File: src/logic/aurora_mgmt_pkg.sv
package aurora_mgmt_pkg;

  //--------------------------------------------------
  // Widths and basic types
  //--------------------------------------------------
  localparam int LOCK_TIMER_WIDTH = 20;
  localparam int SYNC_STAGES      = 2;

  typedef logic [13:0]                 reg_addr_t;
  typedef logic [31:0]                 reg_data_t;
  typedef logic [47:0]                 bist_count_t;
  typedef logic [5:0]                  gen_rate_t;
  typedef logic [LOCK_TIMER_WIDTH-1:0] lock_time_t;

  //--------------------------------------------------
  // Register map
  //--------------------------------------------------
  localparam reg_addr_t REG_BASE = 14'h0000;

  localparam reg_addr_t REG_MAC_CTRL_STATUS = REG_BASE + 14'h2030; // W: control, R: core status
  localparam reg_addr_t REG_PHY_STATUS      = REG_BASE + 14'h2034;
  localparam reg_addr_t REG_OVERRUNS        = REG_BASE + 14'h2038;
  localparam reg_addr_t REG_CHECKSUM_ERRORS = REG_BASE + 14'h203C;
  localparam reg_addr_t REG_BIST_SAMPS      = REG_BASE + 14'h2040; // Upper 32 of 48-bit count
  localparam reg_addr_t REG_BIST_ERRORS     = REG_BASE + 14'h2044; // Lower 32 of 48-bit count
  localparam reg_addr_t REG_ID              = REG_BASE + 14'h2048;

  // Reads back as "aurora" in a loose hex spelling
  localparam reg_data_t ID_WORD = 32'h4012_0124;

  // Only the BIST checker is enabled out of reset
  localparam reg_data_t CTRL_RESET_VALUE = 32'h0000_0001;

  //--------------------------------------------------
  // Aurora control word, bit 0 is checker_en
  //--------------------------------------------------
  typedef struct packed {
    logic [20:0] reserved;    // [31:11] kept as written
    logic        mac_clear;   // [10]
    logic        phy_areset;  // [9]
    gen_rate_t   gen_rate;    // [8:3]
    logic        loopback_en; // [2]
    logic        gen_en;      // [1]
    logic        checker_en;  // [0]
  } aurora_ctrl_t;

  // Status flags from the PHY clock domain
  typedef struct packed {
    logic channel_up;
    logic hard_err;
    logic soft_err;
    logic crit_err;
    logic gt_pll_lock;
    logic mmcm_locked;
    logic qpll_reset;
    logic qpll_lock;
    logic qpll_refclk_lost;
  } phy_flags_t;

  // Register write request, 47 bits
  typedef struct packed {
    logic      req;
    reg_addr_t addr;
    reg_data_t data;
  } reg_wr_t;

endpackage

File: src/logic/aurora_err_counters.sv
`timescale 1ns/1ns

module aurora_err_counters (
  input  logic                       bus_clk,
  input  logic                       bus_rst,
  input  logic                       mac_clear_i,          // Held clear from control reg
  input  logic                       overrun_pulse_i,
  input  logic                       checksum_err_pulse_i,
  input  logic                       crit_err_i,           // Synchronized PHY flag
  output aurora_mgmt_pkg::reg_data_t overruns_o,
  output aurora_mgmt_pkg::reg_data_t checksum_errors_o,
  output logic                       crit_latch_o
);

  logic clear;

  assign clear = bus_rst || mac_clear_i;

  //--------------------------------------------------
  // Event counters
  //--------------------------------------------------
  always_ff @(posedge bus_clk) begin
    if (clear) begin
      overruns_o <= '0;
    end else if (overrun_pulse_i) begin
      overruns_o <= overruns_o + 1'b1; // Wraps at 32 bits
    end
  end

  always_ff @(posedge bus_clk) begin
    if (clear) begin
      checksum_errors_o <= '0;
    end else if (checksum_err_pulse_i) begin
      checksum_errors_o <= checksum_errors_o + 1'b1;
    end
  end

  //--------------------------------------------------
  // Sticky critical error
  //--------------------------------------------------
  // Stays set after the flag drops, until software
  // pulses mac_clear
  always_ff @(posedge bus_clk) begin
    if (clear) begin
      crit_latch_o <= 1'b0;
    end else if (crit_err_i) begin
      crit_latch_o <= 1'b1;
    end
  end

endmodule

File: src/logic/aurora_mgmt_core.sv
`timescale 1ns/1ns

module aurora_mgmt_core (
  input  logic                          bus_clk,
  input  logic                          bus_rst,
  // Register port
  input  aurora_mgmt_pkg::reg_wr_t      reg_wr_i,
  input  logic                          reg_rd_req_i,
  input  aurora_mgmt_pkg::reg_addr_t    reg_rd_addr_i,
  output logic                          reg_rd_resp_o,
  output aurora_mgmt_pkg::reg_data_t    reg_rd_data_o,
  // PHY flags, asynchronous
  input  aurora_mgmt_pkg::phy_flags_t   phy_flags_i,
  // MAC events and BIST, on bus_clk
  input  logic                          overrun_pulse_i,
  input  logic                          checksum_err_pulse_i,
  input  logic                          bist_locked_i,
  input  aurora_mgmt_pkg::bist_count_t  bist_samps_i,
  input  aurora_mgmt_pkg::bist_count_t  bist_errors_i,
  // Control fields to the PHY and MAC
  output aurora_mgmt_pkg::aurora_ctrl_t ctrl_o
);

  logic                        rd_hit;
  aurora_mgmt_pkg::reg_addr_t  rd_sel;
  aurora_mgmt_pkg::phy_flags_t flags_bclk;
  aurora_mgmt_pkg::lock_time_t lock_time;
  aurora_mgmt_pkg::reg_data_t  overruns;
  aurora_mgmt_pkg::reg_data_t  checksum_errors;
  logic                        crit_latch;

  //--------------------------------------------------
  // Register decode and control word
  //--------------------------------------------------
  aurora_reg_ctrl i_aurora_reg_ctrl (
    .bus_clk      (bus_clk),
    .bus_rst      (bus_rst),
    .reg_wr_i     (reg_wr_i),
    .reg_rd_req_i (reg_rd_req_i),
    .reg_rd_addr_i(reg_rd_addr_i),
    .ctrl_o       (ctrl_o),       // Also read by the blocks below
    .rd_hit_o     (rd_hit),
    .rd_sel_o     (rd_sel)
  );

  // PHY flags into the bus domain
  status_sync i_status_sync (
    .bus_clk(bus_clk),
    .flags_i(phy_flags_i),
    .flags_o(flags_bclk)
  );

  //--------------------------------------------------
  // Datapath
  //--------------------------------------------------
  bist_lock_timer i_bist_lock_timer (
    .bus_clk     (bus_clk),
    .checker_en_i(ctrl_o.checker_en),
    .locked_i    (bist_locked_i),
    .lock_time_o (lock_time)
  );

  aurora_err_counters i_aurora_err_counters (
    .bus_clk             (bus_clk),
    .bus_rst             (bus_rst),
    .mac_clear_i         (ctrl_o.mac_clear),
    .overrun_pulse_i     (overrun_pulse_i),
    .checksum_err_pulse_i(checksum_err_pulse_i),
    .crit_err_i          (flags_bclk.crit_err),
    .overruns_o          (overruns),
    .checksum_errors_o   (checksum_errors),
    .crit_latch_o        (crit_latch)
  );

  aurora_readback i_aurora_readback (
    .bus_clk          (bus_clk),
    .bus_rst          (bus_rst),
    .rd_hit_i         (rd_hit),
    .rd_sel_i         (rd_sel),
    .flags_i          (flags_bclk),
    .lock_time_i      (lock_time),
    .bist_locked_i    (bist_locked_i),
    .crit_latch_i     (crit_latch),
    .overruns_i       (overruns),
    .checksum_errors_i(checksum_errors),
    .bist_samps_i     (bist_samps_i),
    .bist_errors_i    (bist_errors_i),
    .rd_resp_o        (reg_rd_resp_o),
    .rd_data_o        (reg_rd_data_o)
  );

endmodule

File: src/logic/aurora_readback.sv
`timescale 1ns/1ns

module aurora_readback (
  input  logic                         bus_clk,
  input  logic                         bus_rst,
  // From the control module
  input  logic                         rd_hit_i,
  input  aurora_mgmt_pkg::reg_addr_t   rd_sel_i,
  // Status sources
  input  aurora_mgmt_pkg::phy_flags_t  flags_i,
  input  aurora_mgmt_pkg::lock_time_t  lock_time_i,
  input  logic                         bist_locked_i,
  input  logic                         crit_latch_i,
  input  aurora_mgmt_pkg::reg_data_t   overruns_i,
  input  aurora_mgmt_pkg::reg_data_t   checksum_errors_i,
  input  aurora_mgmt_pkg::bist_count_t bist_samps_i,
  input  aurora_mgmt_pkg::bist_count_t bist_errors_i,
  // Read response
  output logic                         rd_resp_o,
  output aurora_mgmt_pkg::reg_data_t   rd_data_o
);

  aurora_mgmt_pkg::reg_data_t core_status;
  aurora_mgmt_pkg::reg_data_t phy_status;
  aurora_mgmt_pkg::reg_data_t rd_word;

  //--------------------------------------------------
  // Status words
  //--------------------------------------------------
  assign core_status = {
    6'h00,                                              // [31:26]
    crit_latch_i,                                       // [25]
    flags_i.mmcm_locked,                                // [24]
    flags_i.gt_pll_lock,                                // [23]
    flags_i.qpll_refclk_lost,                           // [22]
    flags_i.qpll_lock,                                  // [21]
    flags_i.qpll_reset,                                 // [20]
    lock_time_i[aurora_mgmt_pkg::LOCK_TIMER_WIDTH-1:4], // [19:4] coarse latency
    bist_locked_i,                                      // [3]
    flags_i.soft_err,                                   // [2]
    flags_i.hard_err,                                   // [1]
    flags_i.channel_up                                  // [0]
  };

  assign phy_status = {30'h0, flags_i.hard_err, flags_i.channel_up};

  // Address already checked upstream, default never hit
  always_comb begin
    case (rd_sel_i)
      aurora_mgmt_pkg::REG_MAC_CTRL_STATUS: rd_word = core_status;
      aurora_mgmt_pkg::REG_PHY_STATUS:      rd_word = phy_status;
      aurora_mgmt_pkg::REG_OVERRUNS:        rd_word = overruns_i;
      aurora_mgmt_pkg::REG_CHECKSUM_ERRORS: rd_word = checksum_errors_i;
      aurora_mgmt_pkg::REG_BIST_SAMPS:      rd_word = bist_samps_i[47:16]; // Scaled by 2^16
      aurora_mgmt_pkg::REG_BIST_ERRORS:     rd_word = bist_errors_i[31:0];
      aurora_mgmt_pkg::REG_ID:              rd_word = aurora_mgmt_pkg::ID_WORD;
      default:                              rd_word = '0;
    endcase
  end

  //--------------------------------------------------
  // Output stage
  //--------------------------------------------------
  always_ff @(posedge bus_clk) begin
    if (bus_rst) begin
      rd_resp_o <= 1'b0;
    end else begin
      rd_resp_o <= rd_hit_i; // One pulse per accepted read
    end
  end

  // Data holds between reads
  always_ff @(posedge bus_clk) begin
    if (rd_hit_i) begin
      rd_data_o <= rd_word;
    end
  end

endmodule

File: src/logic/aurora_reg_ctrl.sv
`timescale 1ns/1ns

module aurora_reg_ctrl (
  input  logic                         bus_clk,
  input  logic                         bus_rst,
  // Register port from the bus master
  input  aurora_mgmt_pkg::reg_wr_t     reg_wr_i,
  input  logic                         reg_rd_req_i,
  input  aurora_mgmt_pkg::reg_addr_t   reg_rd_addr_i,
  // Control word and read tracking
  output aurora_mgmt_pkg::aurora_ctrl_t ctrl_o,
  output logic                         rd_hit_o,
  output aurora_mgmt_pkg::reg_addr_t   rd_sel_o
);

  logic ctrl_wr_en;
  logic rd_known;

  //--------------------------------------------------
  // Write decode
  //--------------------------------------------------
  assign ctrl_wr_en = reg_wr_i.req &&
                      (reg_wr_i.addr == aurora_mgmt_pkg::REG_MAC_CTRL_STATUS);

  always_ff @(posedge bus_clk) begin
    if (bus_rst) begin
      ctrl_o <= aurora_mgmt_pkg::aurora_ctrl_t'(aurora_mgmt_pkg::CTRL_RESET_VALUE);
    end else if (ctrl_wr_en) begin
      ctrl_o <= aurora_mgmt_pkg::aurora_ctrl_t'(reg_wr_i.data); // Whole word, reserved too
    end
  end

  //--------------------------------------------------
  // Read address check
  //--------------------------------------------------
  always_comb begin
    case (reg_rd_addr_i)
      aurora_mgmt_pkg::REG_MAC_CTRL_STATUS,
      aurora_mgmt_pkg::REG_PHY_STATUS,
      aurora_mgmt_pkg::REG_OVERRUNS,
      aurora_mgmt_pkg::REG_CHECKSUM_ERRORS,
      aurora_mgmt_pkg::REG_BIST_SAMPS,
      aurora_mgmt_pkg::REG_BIST_ERRORS,
      aurora_mgmt_pkg::REG_ID: rd_known = 1'b1;
      default:                 rd_known = 1'b0; // Unknown address, no response
    endcase
  end

  // Hit flag is control state
  always_ff @(posedge bus_clk) begin
    if (bus_rst) begin
      rd_hit_o <= 1'b0;
    end else begin
      rd_hit_o <= reg_rd_req_i && rd_known;
    end
  end

  // Address only matters while rd_hit_o is high
  always_ff @(posedge bus_clk) begin
    if (reg_rd_req_i) begin
      rd_sel_o <= reg_rd_addr_i;
    end
  end

endmodule

File: src/logic/bist_lock_timer.sv
`timescale 1ns/1ns

module bist_lock_timer (
  input  logic                        bus_clk,
  input  logic                        checker_en_i,
  input  logic                        locked_i,
  output aurora_mgmt_pkg::lock_time_t lock_time_o
);

  //--------------------------------------------------
  // Lock latency count
  //--------------------------------------------------
  // Counts bus cycles from checker enable until the
  // checker reports lock, then freezes so software can
  // read how long acquisition took.
  aurora_mgmt_pkg::lock_time_t count_q;

  always_ff @(posedge bus_clk) begin
    if (!locked_i) begin
      if (checker_en_i) begin
        count_q <= count_q + 1'b1; // Wraps at full width
      end else begin
        count_q <= '0;             // Idle checker, start over
      end
    end
    // Locked, hold the measured value
  end

  assign lock_time_o = count_q;

endmodule

File: src/logic/status_sync.sv
`timescale 1ns/1ns

module status_sync (
  input  logic                       bus_clk,
  input  aurora_mgmt_pkg::phy_flags_t flags_i,  // Async, from the PHY side
  output aurora_mgmt_pkg::phy_flags_t flags_o   // Safe to use on bus_clk
);

  //--------------------------------------------------
  // Flop chain across the whole flag struct
  //--------------------------------------------------
  // Each flag is a slow level, so per-bit sync is enough.
  // A flag may land one cycle apart from its neighbours
  // when they toggle together, which the readers tolerate.
  aurora_mgmt_pkg::phy_flags_t sync_q [aurora_mgmt_pkg::SYNC_STAGES];

  always_ff @(posedge bus_clk) begin
    sync_q[0] <= flags_i; // First stage may go metastable
    for (int i = 1; i < aurora_mgmt_pkg::SYNC_STAGES; i++) begin
      sync_q[i] <= sync_q[i-1];
    end
  end

  // Last stage feeds the bus domain
  assign flags_o = sync_q[aurora_mgmt_pkg::SYNC_STAGES-1];

endmodule

File: config.mk
export PLATFORM = sky130hd
export DESIGN_NAME = aurora_mgmt_core
export DESIGN_NICKNAME = d
export VERILOG_FILES = /design/src/logic/aurora_mgmt_pkg.sv /design/src/logic/aurora_err_counters.sv /design/src/logic/aurora_mgmt_core.sv /design/src/logic/aurora_readback.sv /design/src/logic/aurora_reg_ctrl.sv /design/src/logic/bist_lock_timer.sv /design/src/logic/status_sync.sv
export SDC_FILE = /design/constraint.sdc
export NUM_CORES = 1
export LEC_CHECK = 0
export BUFFER_PORTS_ARGS = -buffer_cell sky130_fd_sc_hd__clkbuf_2
export CAP_MARGIN = 40
export CORE_MARGIN = 2
export CORE_UTILIZATION = 45
export DETAILED_ROUTE_END_ITERATION = 7
export PLACE_DENSITY_LB_ADDON = 0.15
export SLEW_MARGIN = 30
export SYNTH_ARGS = -nofsm -noshare
export SYNTH_HDL_FRONTEND = slang
export SYNTH_SLANG_ARGS = --single-unit
File: constraint.sdc
create_clock -name bus_clk -period 4.29 [get_ports bus_clk]
set_input_delay 0.6435 -clock bus_clk [delete_from_list [all_inputs] [get_ports bus_clk]]
set_output_delay 0.6435 -clock bus_clk [all_outputs]
set_load 0.03 [all_outputs]
# ---- Yosys cells after proc, flatten, opt, wreduce, memory -nomap -nowiden
# Memory sizes are Yosys's and may differ from the RTL's.
# Index checks and enable logic that the tools add are counted.
dict set report op_classes {
  n_reduce_logical 4
  n_eq_ne 15
  mux 2
  n_addsub 3
}
# operator count
set ops {}
lappend ops {{one-hot mux 32 bit (7 select lines)} 1}
lappend ops {{equality test 14 bit (second input constant)} 15}
lappend ops {{adder 32 x 1 -> 32 bit (second input constant)} 2}
lappend ops {{adder 20 x 1 -> 20 bit (second input constant)} 1}
lappend ops {{OR reduction 7 bit} 1}
lappend ops {{logical AND 1 bit} 2}
lappend ops {{logical OR 1 bit} 1}
lappend ops {{2-to-1 mux 1 bit} 1}
dict set report word_totals {
  elab_cells 40
  n_memories 1
  output_inout_bits 65
  ff_bits 165
  ram_bits 18
}
# memory words word_bits read_ports rd_clocked_by_memory_dff write_ports line_no
set mem_list {}
lappend mem_list {i_status_sync.sync_q 2 9 2 0 2 status_sync.sv:15} ;# aurora_mgmt_pkg::phy_flags_t sync_q [aurora_mgmt_pkg::SYNC_STAGES];

# ---- Logic depth before layout (Yosys ltp)
# Gate-level depths: netlist (run 1).
dict set report logic_depth {
  word_depth 4
  depth_mapped 8
}

# ---- Hierarchy
# From an unflattened synthesis (run 1), not the netlist that was laid out.
dict set report unflattened {
  hier_cells 872
  area_unflattened_um2 8998.6
}
# mod seq_area_each_um2 cells_each instances area_each_um2
set modules_own_cells {}
lappend modules_own_cells {aurora_err_counters 1301.2 365 1 3125.5}
lappend modules_own_cells {aurora_readback 980.9 215 1 2373.5}
lappend modules_own_cells {aurora_reg_ctrl 1081.0 165 1 1979.4}
lappend modules_own_cells {bist_lock_timer 600.6 100 1 1092.3}
lappend modules_own_cells {status_sync 360.3 27 1 427.9}

# ---- Worst setup path after synthesis (run 1)
# OpenSTA, ideal clock, no wires.
dict set report synth_timing {
  kind {in2reg}
  startpoint {input checksum_err_pulse_i}
  endpoint {register i_aurora_err_counters.checksum_errors_o[31]}
  setup_time_ns 0.072
  path_stages 7
  path_slack_ns 2.008
  arrival_ns 2.210
  cell_sequence {clkbuf_2 nand4_1 or4_1 clkbuf_1 buf_2 nor4_1 mux2i_1}
}
# item line_no
set synth_rtl {}
lappend synth_rtl {{from (decl)} aurora_mgmt_core.sv:16} ;# input logic checksum_err_pulse_i,
lappend synth_rtl {{to (signal assigned)} aurora_err_counters.sv:34} ;# checksum_errors_o <= checksum_errors_o + 1'b1;
lappend synth_rtl {{to (decl)} aurora_err_counters.sv:11} ;# output aurora_mgmt_pkg::reg_data_t checksum_errors_o,

# ---- Worst setup path in the final report (run 1)
dict set report layout_timing {
  startpoint {register i_aurora_reg_ctrl.rd_sel_o[7]}
  endpoint {register i_aurora_readback.rd_data_o[18], data pin}
}
dict set report layout_between {
  elab_chain_cells 2
  word_cells_on_any_way 8
}
# item line_no
set layout_lines {}
lappend layout_lines {{from (decl)} aurora_reg_ctrl.sv:13} ;# output aurora_mgmt_pkg::reg_addr_t rd_sel_o
lappend layout_lines {{from (signal assigned)} aurora_reg_ctrl.sv:61} ;# rd_sel_o <= reg_rd_addr_i;
lappend layout_lines {{equality test 14 bit} aurora_readback.sv:49} ;# case (rd_sel_i)
lappend layout_lines {{one-hot mux 32 bit (7 select lines) (*)} aurora_readback.sv:49}
lappend layout_lines {{net i_aurora_readback.rd_word[18]} aurora_readback.sv:25} ;# aurora_mgmt_pkg::reg_data_t rd_word;
lappend layout_lines {{to (signal assigned)} aurora_readback.sv:75} ;# rd_data_o <= rd_word;
lappend layout_lines {{to (decl)} aurora_readback.sv:20} ;# output aurora_mgmt_pkg::reg_data_t rd_data_o
# Mark *: on every way through the listed nets, which the timed path passes. The rest lies on a longest branch.
# A chain may end at the register's enable or synchronous reset.

==> results of run 1 <==
layer usage:
metal | wire [um] | up-vias
li1 | - | 3562
met3 | 1600 | 34
met1 | 10200 | 3352
met5 | 0 | -
met2 | 10600 | 307
met4 | 542 | 0
cells by family (layout without fill, tap and decap cells):
| kind of cell | Yosys count | after routing | synth area share (%) |
|---|---|---|---|
| AOI/OAI and AO/OA | 171 | 171 | 13.9 |
| adders and majority gates | 3 | 3 | 0.444 |
| buffers and inverters | 66 | 262 | 3.24 |
| xor gates and xnor gates | 30 | 30 | 3.11 |
| DFF | 183 | 183 | 51.2 |
| and+or+nand+nor | 319 | 319 | 19.9 |
| muxes | 67 | 67 | 8.17 |
cells in the mapped netlist (5+ instances only):
library cell	number	area, sq um
sky130_fd_sc_hd__nor3_1	11	55.1
sky130_fd_sc_hd__nor2_1	95	357
sky130_fd_sc_hd__clkbuf_1	32	120
sky130_fd_sc_hd__nand4_1	23	144
sky130_fd_sc_hd__a31oi_1	5	31.3
sky130_fd_sc_hd__nor4_1	15	93.8
sky130_fd_sc_hd__a32oi_1	8	70.1
sky130_fd_sc_hd__o21ai_0	26	130
sky130_fd_sc_hd__nand2_1	49	184
sky130_fd_sc_hd__edfxtp_1	66	1980
sky130_fd_sc_hd__and3_1	11	68.8
sky130_fd_sc_hd__and4_1	8	70.1
sky130_fd_sc_hd__xnor2_1	17	149
sky130_fd_sc_hd__o31ai_1	26	195
sky130_fd_sc_hd__mux2_2	16	180
sky130_fd_sc_hd__dfxtp_1	117	2340
sky130_fd_sc_hd__a221o_1	16	160
sky130_fd_sc_hd__a22oi_1	19	143
sky130_fd_sc_hd__and2_1	9	56.3
sky130_fd_sc_hd__inv_1	14	52.6
sky130_fd_sc_hd__or3_1	21	131
sky130_fd_sc_hd__nand3_1	31	155
sky130_fd_sc_hd__a21oi_1	48	240
sky130_fd_sc_hd__xor2_1	13	114
sky130_fd_sc_hd__mux2i_1	51	510
sky130_fd_sc_hd__buf_2	6	30.0
sky130_fd_sc_hd__buf_1	7	26.3
sky130_fd_sc_hd__or4_1	29	218
registers in the layout, indices dropped and copies added (netlist names):
register / flops
i_aurora_readback.rd_resp_o: 1
i_aurora_err_counters.overruns_o: 32
i_aurora_err_counters.crit_latch_o: 1
i_bist_lock_timer.lock_time_o: 20
i_aurora_readback.rd_data_o: 32
i_aurora_reg_ctrl.rd_sel_o: 14
i_aurora_err_counters.checksum_errors_o: 32
i_status_sync.sync_q: 18
i_aurora_reg_ctrl.rd_hit_o: 1
i_aurora_reg_ctrl.ctrl_o: 32
worst max path at each step:
stage / startpoint / to / slack [ns]
after floorplan: checksum_err_pulse_i / i_aurora_err_counters.checksum_errors_o[31] / 2.01
after global placement: i_aurora_reg_ctrl.rd_sel_o[5] / i_aurora_readback.rd_data_o[13] / 1.55
after detailed placement: i_aurora_reg_ctrl.rd_sel_o[5] / i_aurora_readback.rd_data_o[18] / 1.55
after CTS: i_aurora_reg_ctrl.rd_sel_o[5] / i_aurora_readback.rd_data_o[18] / 1.52
after global routing: i_aurora_reg_ctrl.rd_sel_o[7] / i_aurora_readback.rd_data_o[13] / 1.47
final: i_aurora_reg_ctrl.rd_sel_o[7] / i_aurora_readback.rd_data_o[18] / 1.61
final cells by class:
| class | instances | area [sq um] |
|---|---|---|
| clock buffer | 19 | 464 |
| clock inverter | 13 | 118 |
| fill | 1661 | 8360 |
| inverter | 15 | 56.3 |
| multi-input combinational | 590 | 3860 |
| sequential | 183 | 4320 |
| tap | 234 | 293 |
| timing repair buffer | 215 | 1110 |
metrics by stage:
step | power, mW | worst slack, ns | std cells | instance area, sq um
6_report | 3.63 | 1.61 | 1269 | 10200
5_1_grt | 3.75 | 1.47 | 1269 | 10200
4_1_cts | 3.66 | 1.52 | 1268 | 10200
3_5_place_dp | 2.12 | 1.55 | 1236 | 9640
3_3_place_gp | 2.12 | 1.55 | 1234 | 9610
2_1_floorplan | 2.01 | 2.01 | 839 | 8450
report_power, final:
group / switching, mW / internal (mW) / total [mW]
sequential: 0.0314 / 1.83 / 1.87
clock: 0.692 / 0.855 / 1.55
combinational: 0.119 / 0.0977 / 0.217
==> metrics.cfg, run 1 <==
[run_status]
status=completed

[clock_network]
post_cts.repair.setup_buffers=0
htree_num_levels=4
cts_repair_resize_count=0
root_buffer=sky130_fd_sc_hd__clkbuf_16
clk_pin_slew_worst_paths_ns=0.07
cts_inserted_buffers=17
cts_max_path_buffers=2
insertion_delay_ns=0.42
cts_hold_buffers=0
tritoncts=yes
cts.sink_count=183

[global_routing]
wire_length_of_the_first_global_routing_pass_mm=36.0
groute.usage.overall_pct=23.1
grt_max_degree=45
globalRouteMet1Util_pct=31.0
grt_util_met2_pct=37.4
globalRouteOverflowTotal=0
grt_use_met3_pct=4.79
vias_in_the_first_global_route=6752
grt_antenna_before_repair=1
grt_busiest_layer=met2

[layout]
most_frequent_standard_cell_in_the_layout_excluding_fill_and_tap_cells=sky130_fd_sc_hd__clkbuf_2
nNetsFinal=1197
syn_to_final_growth_pct=21.0
layout.cells.most_common_list=sky130_fd_sc_hd__clkbuf_2, sky130_fd_sc_hd__dfxtp_1, sky130_fd_sc_hd__nor2_1, sky130_fd_sc_hd__edfxtp_1, sky130_fd_sc_hd__mux2i_1
finish.utilization_pct=55.0
drive_gt1_share_pct=25.9
antenna_cells=0

[die]
die_y_um=141
die_w_um=141
ios=237
rows=50
design.core.area_sq_um=18600
start_util_pct=45.5
die_area_sq_um=19900

[critical_path]
cp_slowest_stage_delay_ns=0.65
crit_path_max_fanout=16
rrSetupSlack_ns=1.61
highest_delay_cell_along_the_critical_path=sky130_fd_sc_hd__and2_1
worstPathArrival_ns=2.97
path_cells=nor3_1 -> and3_1 -> and2_1 -> a221o_1
worstSetupPathType=reg -> reg
r2r-end=i_aurora_readback.rd_data_o[18]
startpoint_type=flop
reg2reg_from=i_aurora_reg_ctrl.rd_sel_o[7]
timing.reg2reg.worst_path_depth=4
required_ns=4.58
critPathCaptureType=flop
critical_path_buf_inv_count=0
critical_path_depth=4
critical_path.top_delay_family=simple AND/OR/NAND/NOR gates

[hold_path]
timing.hold.worst.start=phy_flags_i[5]
worstHoldEndpoint=i_status_sync.sync_q[0][5]
worst_hold_path_type=in -> reg
holdPathStages=1

[drt]
routed_wirelength_mm=23.0
antenna_violating_nets_post_route=0
initial_detailed_routing_violation_count=572
vias=7255
vias_per_cell=5.72
detail_route.drc_violations=0
drt_pass1_iterations=6
wl_per_cell_um=18.1

[synthesis]
seq_cells_post_synth=183
synth_enable_flop_cells=66
postSynth.asyncResetShare_pct=0
yosys_most_used_dff=sky130_fd_sc_hd__dfxtp_1
synth_sequential_area_ratio_pct=51.2
synth_nets=1014
syn_area_sq_um=8450
avg_inst_size_synth_sq_um=10.1
post_synthesis_cell_count=839
yosysWarnings=0
synth.lib_cells_used.distinct=56

[power]
ir_drop_mv=0.275
power_per_standard_cell_area_nw_per_um2=355
power.static_leakage_nw=4.04

[place]
detailed_place_hpwl_mm=16.9
port_buffers=204
routability_congestion_estimate_from_global_placement=0.851

[sta]
layout_worst_path_cycle_share_pct=62.5
fin_skew_ns=0.00864
final_max_slew_viol_count=0
slew-limit-headroom_pct=44.0
fmax_ghz=0.373
rsz0062_at_grt=no
layout_min_cycle_time_ns=2.68
holdWs_ns=0.318
timing.final.setup_violations=0
actual_transition_at_the_worst_max_transition_pin_ns=0.840
final-hold-violation-count=0
final.setup.tns_ns=0

[job]
cap_violations=0

(Power assumes the default switching activity.)
==> run 2, diff against run 1 <==
clock period = 2.35 ns   (was 4.29 ns; I/O delays follow)
==> metrics.cfg, run 2 (same netlist as run 1, synthesis figures left out) <==
[layout]
finish.utilization_pct=55.9
syn_to_final_growth_pct=22.8
most_frequent_standard_cell_in_the_layout_excluding_fill_and_tap_cells=sky130_fd_sc_hd__clkbuf_2
drive_gt1_share_pct=27.2
layout.cells.most_common_list=sky130_fd_sc_hd__clkbuf_2, sky130_fd_sc_hd__dfxtp_1, sky130_fd_sc_hd__nor2_1, sky130_fd_sc_hd__edfxtp_1, sky130_fd_sc_hd__mux2i_1
filler_cell_count=1673
antenna_cells=0
nNetsFinal=1220

[critical_path]
worstPathArrival_ns=2.56
critical_path.top_delay_family=simple AND/OR/NAND/NOR gates
highest_delay_cell_along_the_critical_path=sky130_fd_sc_hd__or4_4
critPathCaptureType=flop
required_ns=2.72
worstSetupPathType=reg -> reg
startpoint_type=flop
reg2reg_from=i_aurora_err_counters.checksum_errors_o[0]
rrSetupSlack_ns=0.16
worstSetupEndpoint=i_aurora_err_counters.checksum_errors_o[16]
timing.reg2reg.worst_path_depth=6
path_cells=ha_1 -> nand3_1 -> or4_4 -> buf_4 -> or4_1 -> a21oi_1
worstSetupStartpoint=i_aurora_err_counters.checksum_errors_o[0]
crit_path_max_fanout=11
critical_path_buf_inv_count=1
cp_slowest_stage_delay_ns=0.58
critical_path_depth=6
r2r-end=i_aurora_err_counters.checksum_errors_o[16]

[sta]
fin_skew_ns=0.0116
actual_transition_at_the_worst_max_transition_pin_ns=0.724
final.setup.tns_ns=0
timing.final.setup_violations=0
fmax_ghz=0.456
layout_worst_path_cycle_share_pct=93.3
final-hold-violation-count=0
layout_min_cycle_time_ns=2.19
rsz0062_at_grt=no
slew-limit-headroom_pct=51.8
final_max_slew_viol_count=0

[drt]
initial_detailed_routing_violation_count=586
antenna_violating_nets_post_route=0
drt_pass1_iterations=5
vias=7390
vias_per_cell=5.72
detail_route.drc_violations=0
routed_wirelength_mm=23.5
wl_per_cell_um=18.2

[clock_network]
root_buffer=sky130_fd_sc_hd__clkbuf_16
clk_pin_slew_worst_paths_ns=0.08
post_cts.repair.setup_buffers=0
cts_inserted_buffers=17
cts.sink_count=183
insertion_delay_ns=0.44
tritoncts=yes
cts_hold_buffers=0
cts_max_path_buffers=2
htree_num_levels=4
cts_repair_resize_count=0

[place]
port_buffers=204
detailed_place_hpwl_mm=17.4
routability_congestion_estimate_from_global_placement=0.858

[global_routing]
groute.usage.overall_pct=23.6
wire_length_of_the_first_global_routing_pass_mm=36.5
globalRouteOverflowTotal=0
grt_antenna_before_repair=0
grt_max_degree=38
vias_in_the_first_global_route=6914

[run_status]
status=completed

[power]
power_per_standard_cell_area_nw_per_um2=638
power.static_leakage_nw=4.13
ir_drop_mv=0.500

[die]
start_util_pct=45.5
die_area_sq_um=19900
rows=50
design.core.area_sq_um=18600
die_w_um=141
ios=237
die_y_um=141

[hold_path]
worst_hold_path_type=in -> reg

[job]
cap_violations=0

-- run 2: changes by cell type in the layout (fill, tap and decap cells not counted), sizes merged --
cell | before | now
clkinvlp | 1 | 3
clkbuf | 224 | 222
inv | 17 | 21
clkinv | 9 | 4
buf | 10 | 34
-- run 2: through the flow --
stage | hold slack (ns) | cells | power [mW] | setup slack (ns) | instance area, sq um
after global routing | 0.00104 | 1292 | 6.85 | 0.0253 | 10400
after CTS | 0.00311 | 1292 | 6.68 | 0.158 | 10400
after global placement | 0.310 | 1260 | 3.88 | 0.194 | 9810
after detailed placement | 0.313 | 1260 | 3.89 | 0.161 | 9810
after floorplan | 0.310 | 839 | 3.67 | 0.327 | 8450
final | 0.0138 | 1292 | 6.63 | 0.157 | 10400
-- run 2: cell type report --
class                           instances  area (sq um)  area share (%)
Multi-Input combinational cell        590          3850            37.1
Sequential cell                       183          4320            41.7
Inverter                               15          56.3           0.542
Clock inverter                         14           138            1.33
Tap cell                              234           293            2.82
Timing Repair Buffer                  238          1290            12.4
Clock buffer                           18           429            4.13
-- run 2: how the worst min path moves through the flow --
stage | startpoint | endpoint | slack (ns) | depth (start not counted)
detailed placement | i_status_sync.sync_q[0][3] | i_status_sync.sync_q[0][12] | 0.31 | 0
floorplan | i_status_sync.sync_q[0][1] | i_status_sync.sync_q[0][10] | 0.31 | 0
global route | phy_flags_i[7] | i_status_sync.sync_q[0][7] | 0.001 | 1
CTS | phy_flags_i[1] | i_status_sync.sync_q[0][1] | 0.003 | 1
finish | phy_flags_i[1] | i_status_sync.sync_q[0][1] | 0.01 | 1
global placement | i_status_sync.sync_q[0][6] | i_status_sync.sync_q[0][15] | 0.31 | 0
-- run 2: power by group --
group | switching [mW] | internal (mW)
registers | 0.0615 | 3.35
logic | 0.218 | 0.188
clock network | 1.32 | 1.49
total | 1.60 | 5.03
-- run 2: routing by layer --
layer  up-vias  share of wire (%)  track usage (%)
met5         -                  0                0
met4         0                3.1             9.16
met3        40                6.2             5.37
met2       269                 45             37.5
met1      3473                 45             31.5
li1       3608                  -                -
==> run 3, diff against run 2 <==
clock period = 2.4 ns   (was 2.35 ns; I/O delays follow)
==> metrics.cfg, run 3 (same netlist as run 1, synthesis figures left out) <==
[power]
pwr-share-comb_pct=6.2
power.share.sequential_pct=51.4
ir_drop_mv=0.572
net-switching-power_mw=1.56
power.static_leakage_nw=4.13
power_per_standard_cell_area_nw_per_um2=626
switching_share_of_total_power_pct=24.1
cell_internal_pwr_mw=4.93
clock_power_share_pct=42.4

[run_status]
status=completed

[sta]
holdWs_ns=0.0207
fin_skew_ns=0.00758
timing.final.setup_violations=0
final.setup.tns_ns=0
slew-limit-headroom_pct=50.8
fmax_ghz=0.463
layout_min_cycle_time_ns=2.16
final-hold-violation-count=0
layout_worst_path_cycle_share_pct=90.1
actual_transition_at_the_worst_max_transition_pin_ns=0.728
final_max_slew_viol_count=0
rsz0062_at_grt=no

[die]
design.core.area_sq_um=18600
die_area_sq_um=19900
start_util_pct=45.5
rows=50
ios=237
die_y_um=141
die_w_um=141

[clock_network]
tritoncts=yes
cts_max_path_buffers=2
cts.sink_count=183
cts_hold_buffers=0
clk_pin_slew_worst_paths_ns=0.07
root_buffer=sky130_fd_sc_hd__clkbuf_16
cts_repair_resize_count=0
post_cts.repair.setup_buffers=0
insertion_delay_ns=0.44
cts_inserted_buffers=17
htree_num_levels=4

[layout]
antenna_cells=0
most_frequent_standard_cell_in_the_layout_excluding_fill_and_tap_cells=sky130_fd_sc_hd__clkbuf_2
filler_cell_count=1677
drive_gt1_share_pct=27.0
area.sequential_sq_um=4320
nNetsFinal=1216
layout.cells.most_common_list=sky130_fd_sc_hd__clkbuf_2, sky130_fd_sc_hd__dfxtp_1, sky130_fd_sc_hd__nor2_1, sky130_fd_sc_hd__edfxtp_1, sky130_fd_sc_hd__mux2i_1
finish.utilization_pct=55.9
syn_to_final_growth_pct=22.8
area_taken_by_multi_input_logic_gates_sq_um=3850

[place]
port_buffers=204
detailed_place_hpwl_mm=17.2
routability_congestion_estimate_from_global_placement=0.845

[global_routing]
groute.usage.overall_pct=23.4
globalRouteOverflowTotal=0
vias_in_the_first_global_route=6739
grt_max_degree=39
wire_length_of_the_first_global_routing_pass_mm=36.2
grt_antenna_before_repair=0

[hold_path]
worst_hold_path_type=in -> reg

[drt]
detail_route.drc_violations=0
vias_per_cell=5.64
drt_pass1_iterations=6
wl_per_cell_um=17.9
initial_detailed_routing_violation_count=687
routed_wirelength_mm=23.1
antenna_violating_nets_post_route=0
vias=7258

[critical_path]
crit_path_max_fanout=16
highest_delay_cell_along_the_critical_path=sky130_fd_sc_hd__or4_1
critPathCaptureType=flop
worstPathArrival_ns=2.52
path_cells=nand4_4 -> or4_1 -> or4_1 -> a21oi_1
required_ns=2.76
timing.critical_path.mode_cell=sky130_fd_sc_hd__or4_1
worstSetupPathType=reg -> reg
cp_slowest_stage_delay_ns=0.79
startpoint_type=flop

[job]
cap_violations=0

## run 3: metal layers
layer / track usage, % / vias up / part of all wire (%)
met3: 5.64 / 25 / 6.8
met4: 5.79 / 0 / 1.8
met2: 38.8 / 259 / 47
li1: - / 3597 / -
met5: 0 / - / 0
met1: 30.9 / 3377 / 45
## run 3: worst paths after layout
check / start / end / slack (ns) / depth (start not counted)
hold / removal: phy_flags_i[8] / i_status_sync.sync_q[0][8] / 0.02 / 1
setup / recovery: i_aurora_err_counters.overruns_o[4] / i_aurora_err_counters.overruns_o[25] / 0.24 / 4
setup reg to reg: i_aurora_err_counters.overruns_o[4] / i_aurora_err_counters.overruns_o[25] / 0.24 / 4
hold reg to reg: i_status_sync.sync_q[0][0] / i_status_sync.sync_q[0][9] / 0.33 / 0
## run 3: critical path: cells and delay by family (launching register included)
family          cells  cell delay [ns]
simple gates        3             1.48
compound gates      1             0.15
flops               1             0.45
## run 3: area by class of cell
| class | instances | area share [%] |
|---|---|---|
| Clock inverter | 14 | 1.35 |
| Inverter | 15 | 0.543 |
| Timing Repair Buffer | 234 | 12.4 |
| Tap cell | 234 | 2.82 |
| Multi-Input combinational cell | 590 | 37.1 |
| Sequential cell | 183 | 41.7 |
| Clock buffer | 18 | 4.14 |
## run 3: metrics by stage
step	power, mW	std cells	setup slack, ns	cell area, sq um
2_1_floorplan	3.59	839	0.377	8450
3_3_place_gp	3.80	1255	0.242	9790
3_5_place_dp	3.81	1256	0.248	9810
4_1_cts	6.54	1288	0.221	10400
5_1_grt	6.70	1288	0.0602	10400
6_report	6.49	1288	0.238	10400
## run 3: power groups by stage
stage | combinational (mW) | sequential [mW] | clock [mW]
after floorplan | 0.205 | 3.39 | 0
after global placement | 0.394 | 3.41 | 0
after detailed placement | 0.401 | 3.41 | 0
after CTS | 0.403 | 3.34 | 2.80
after global routing | 0.440 | 3.35 | 2.91
final | 0.401 | 3.34 | 2.75
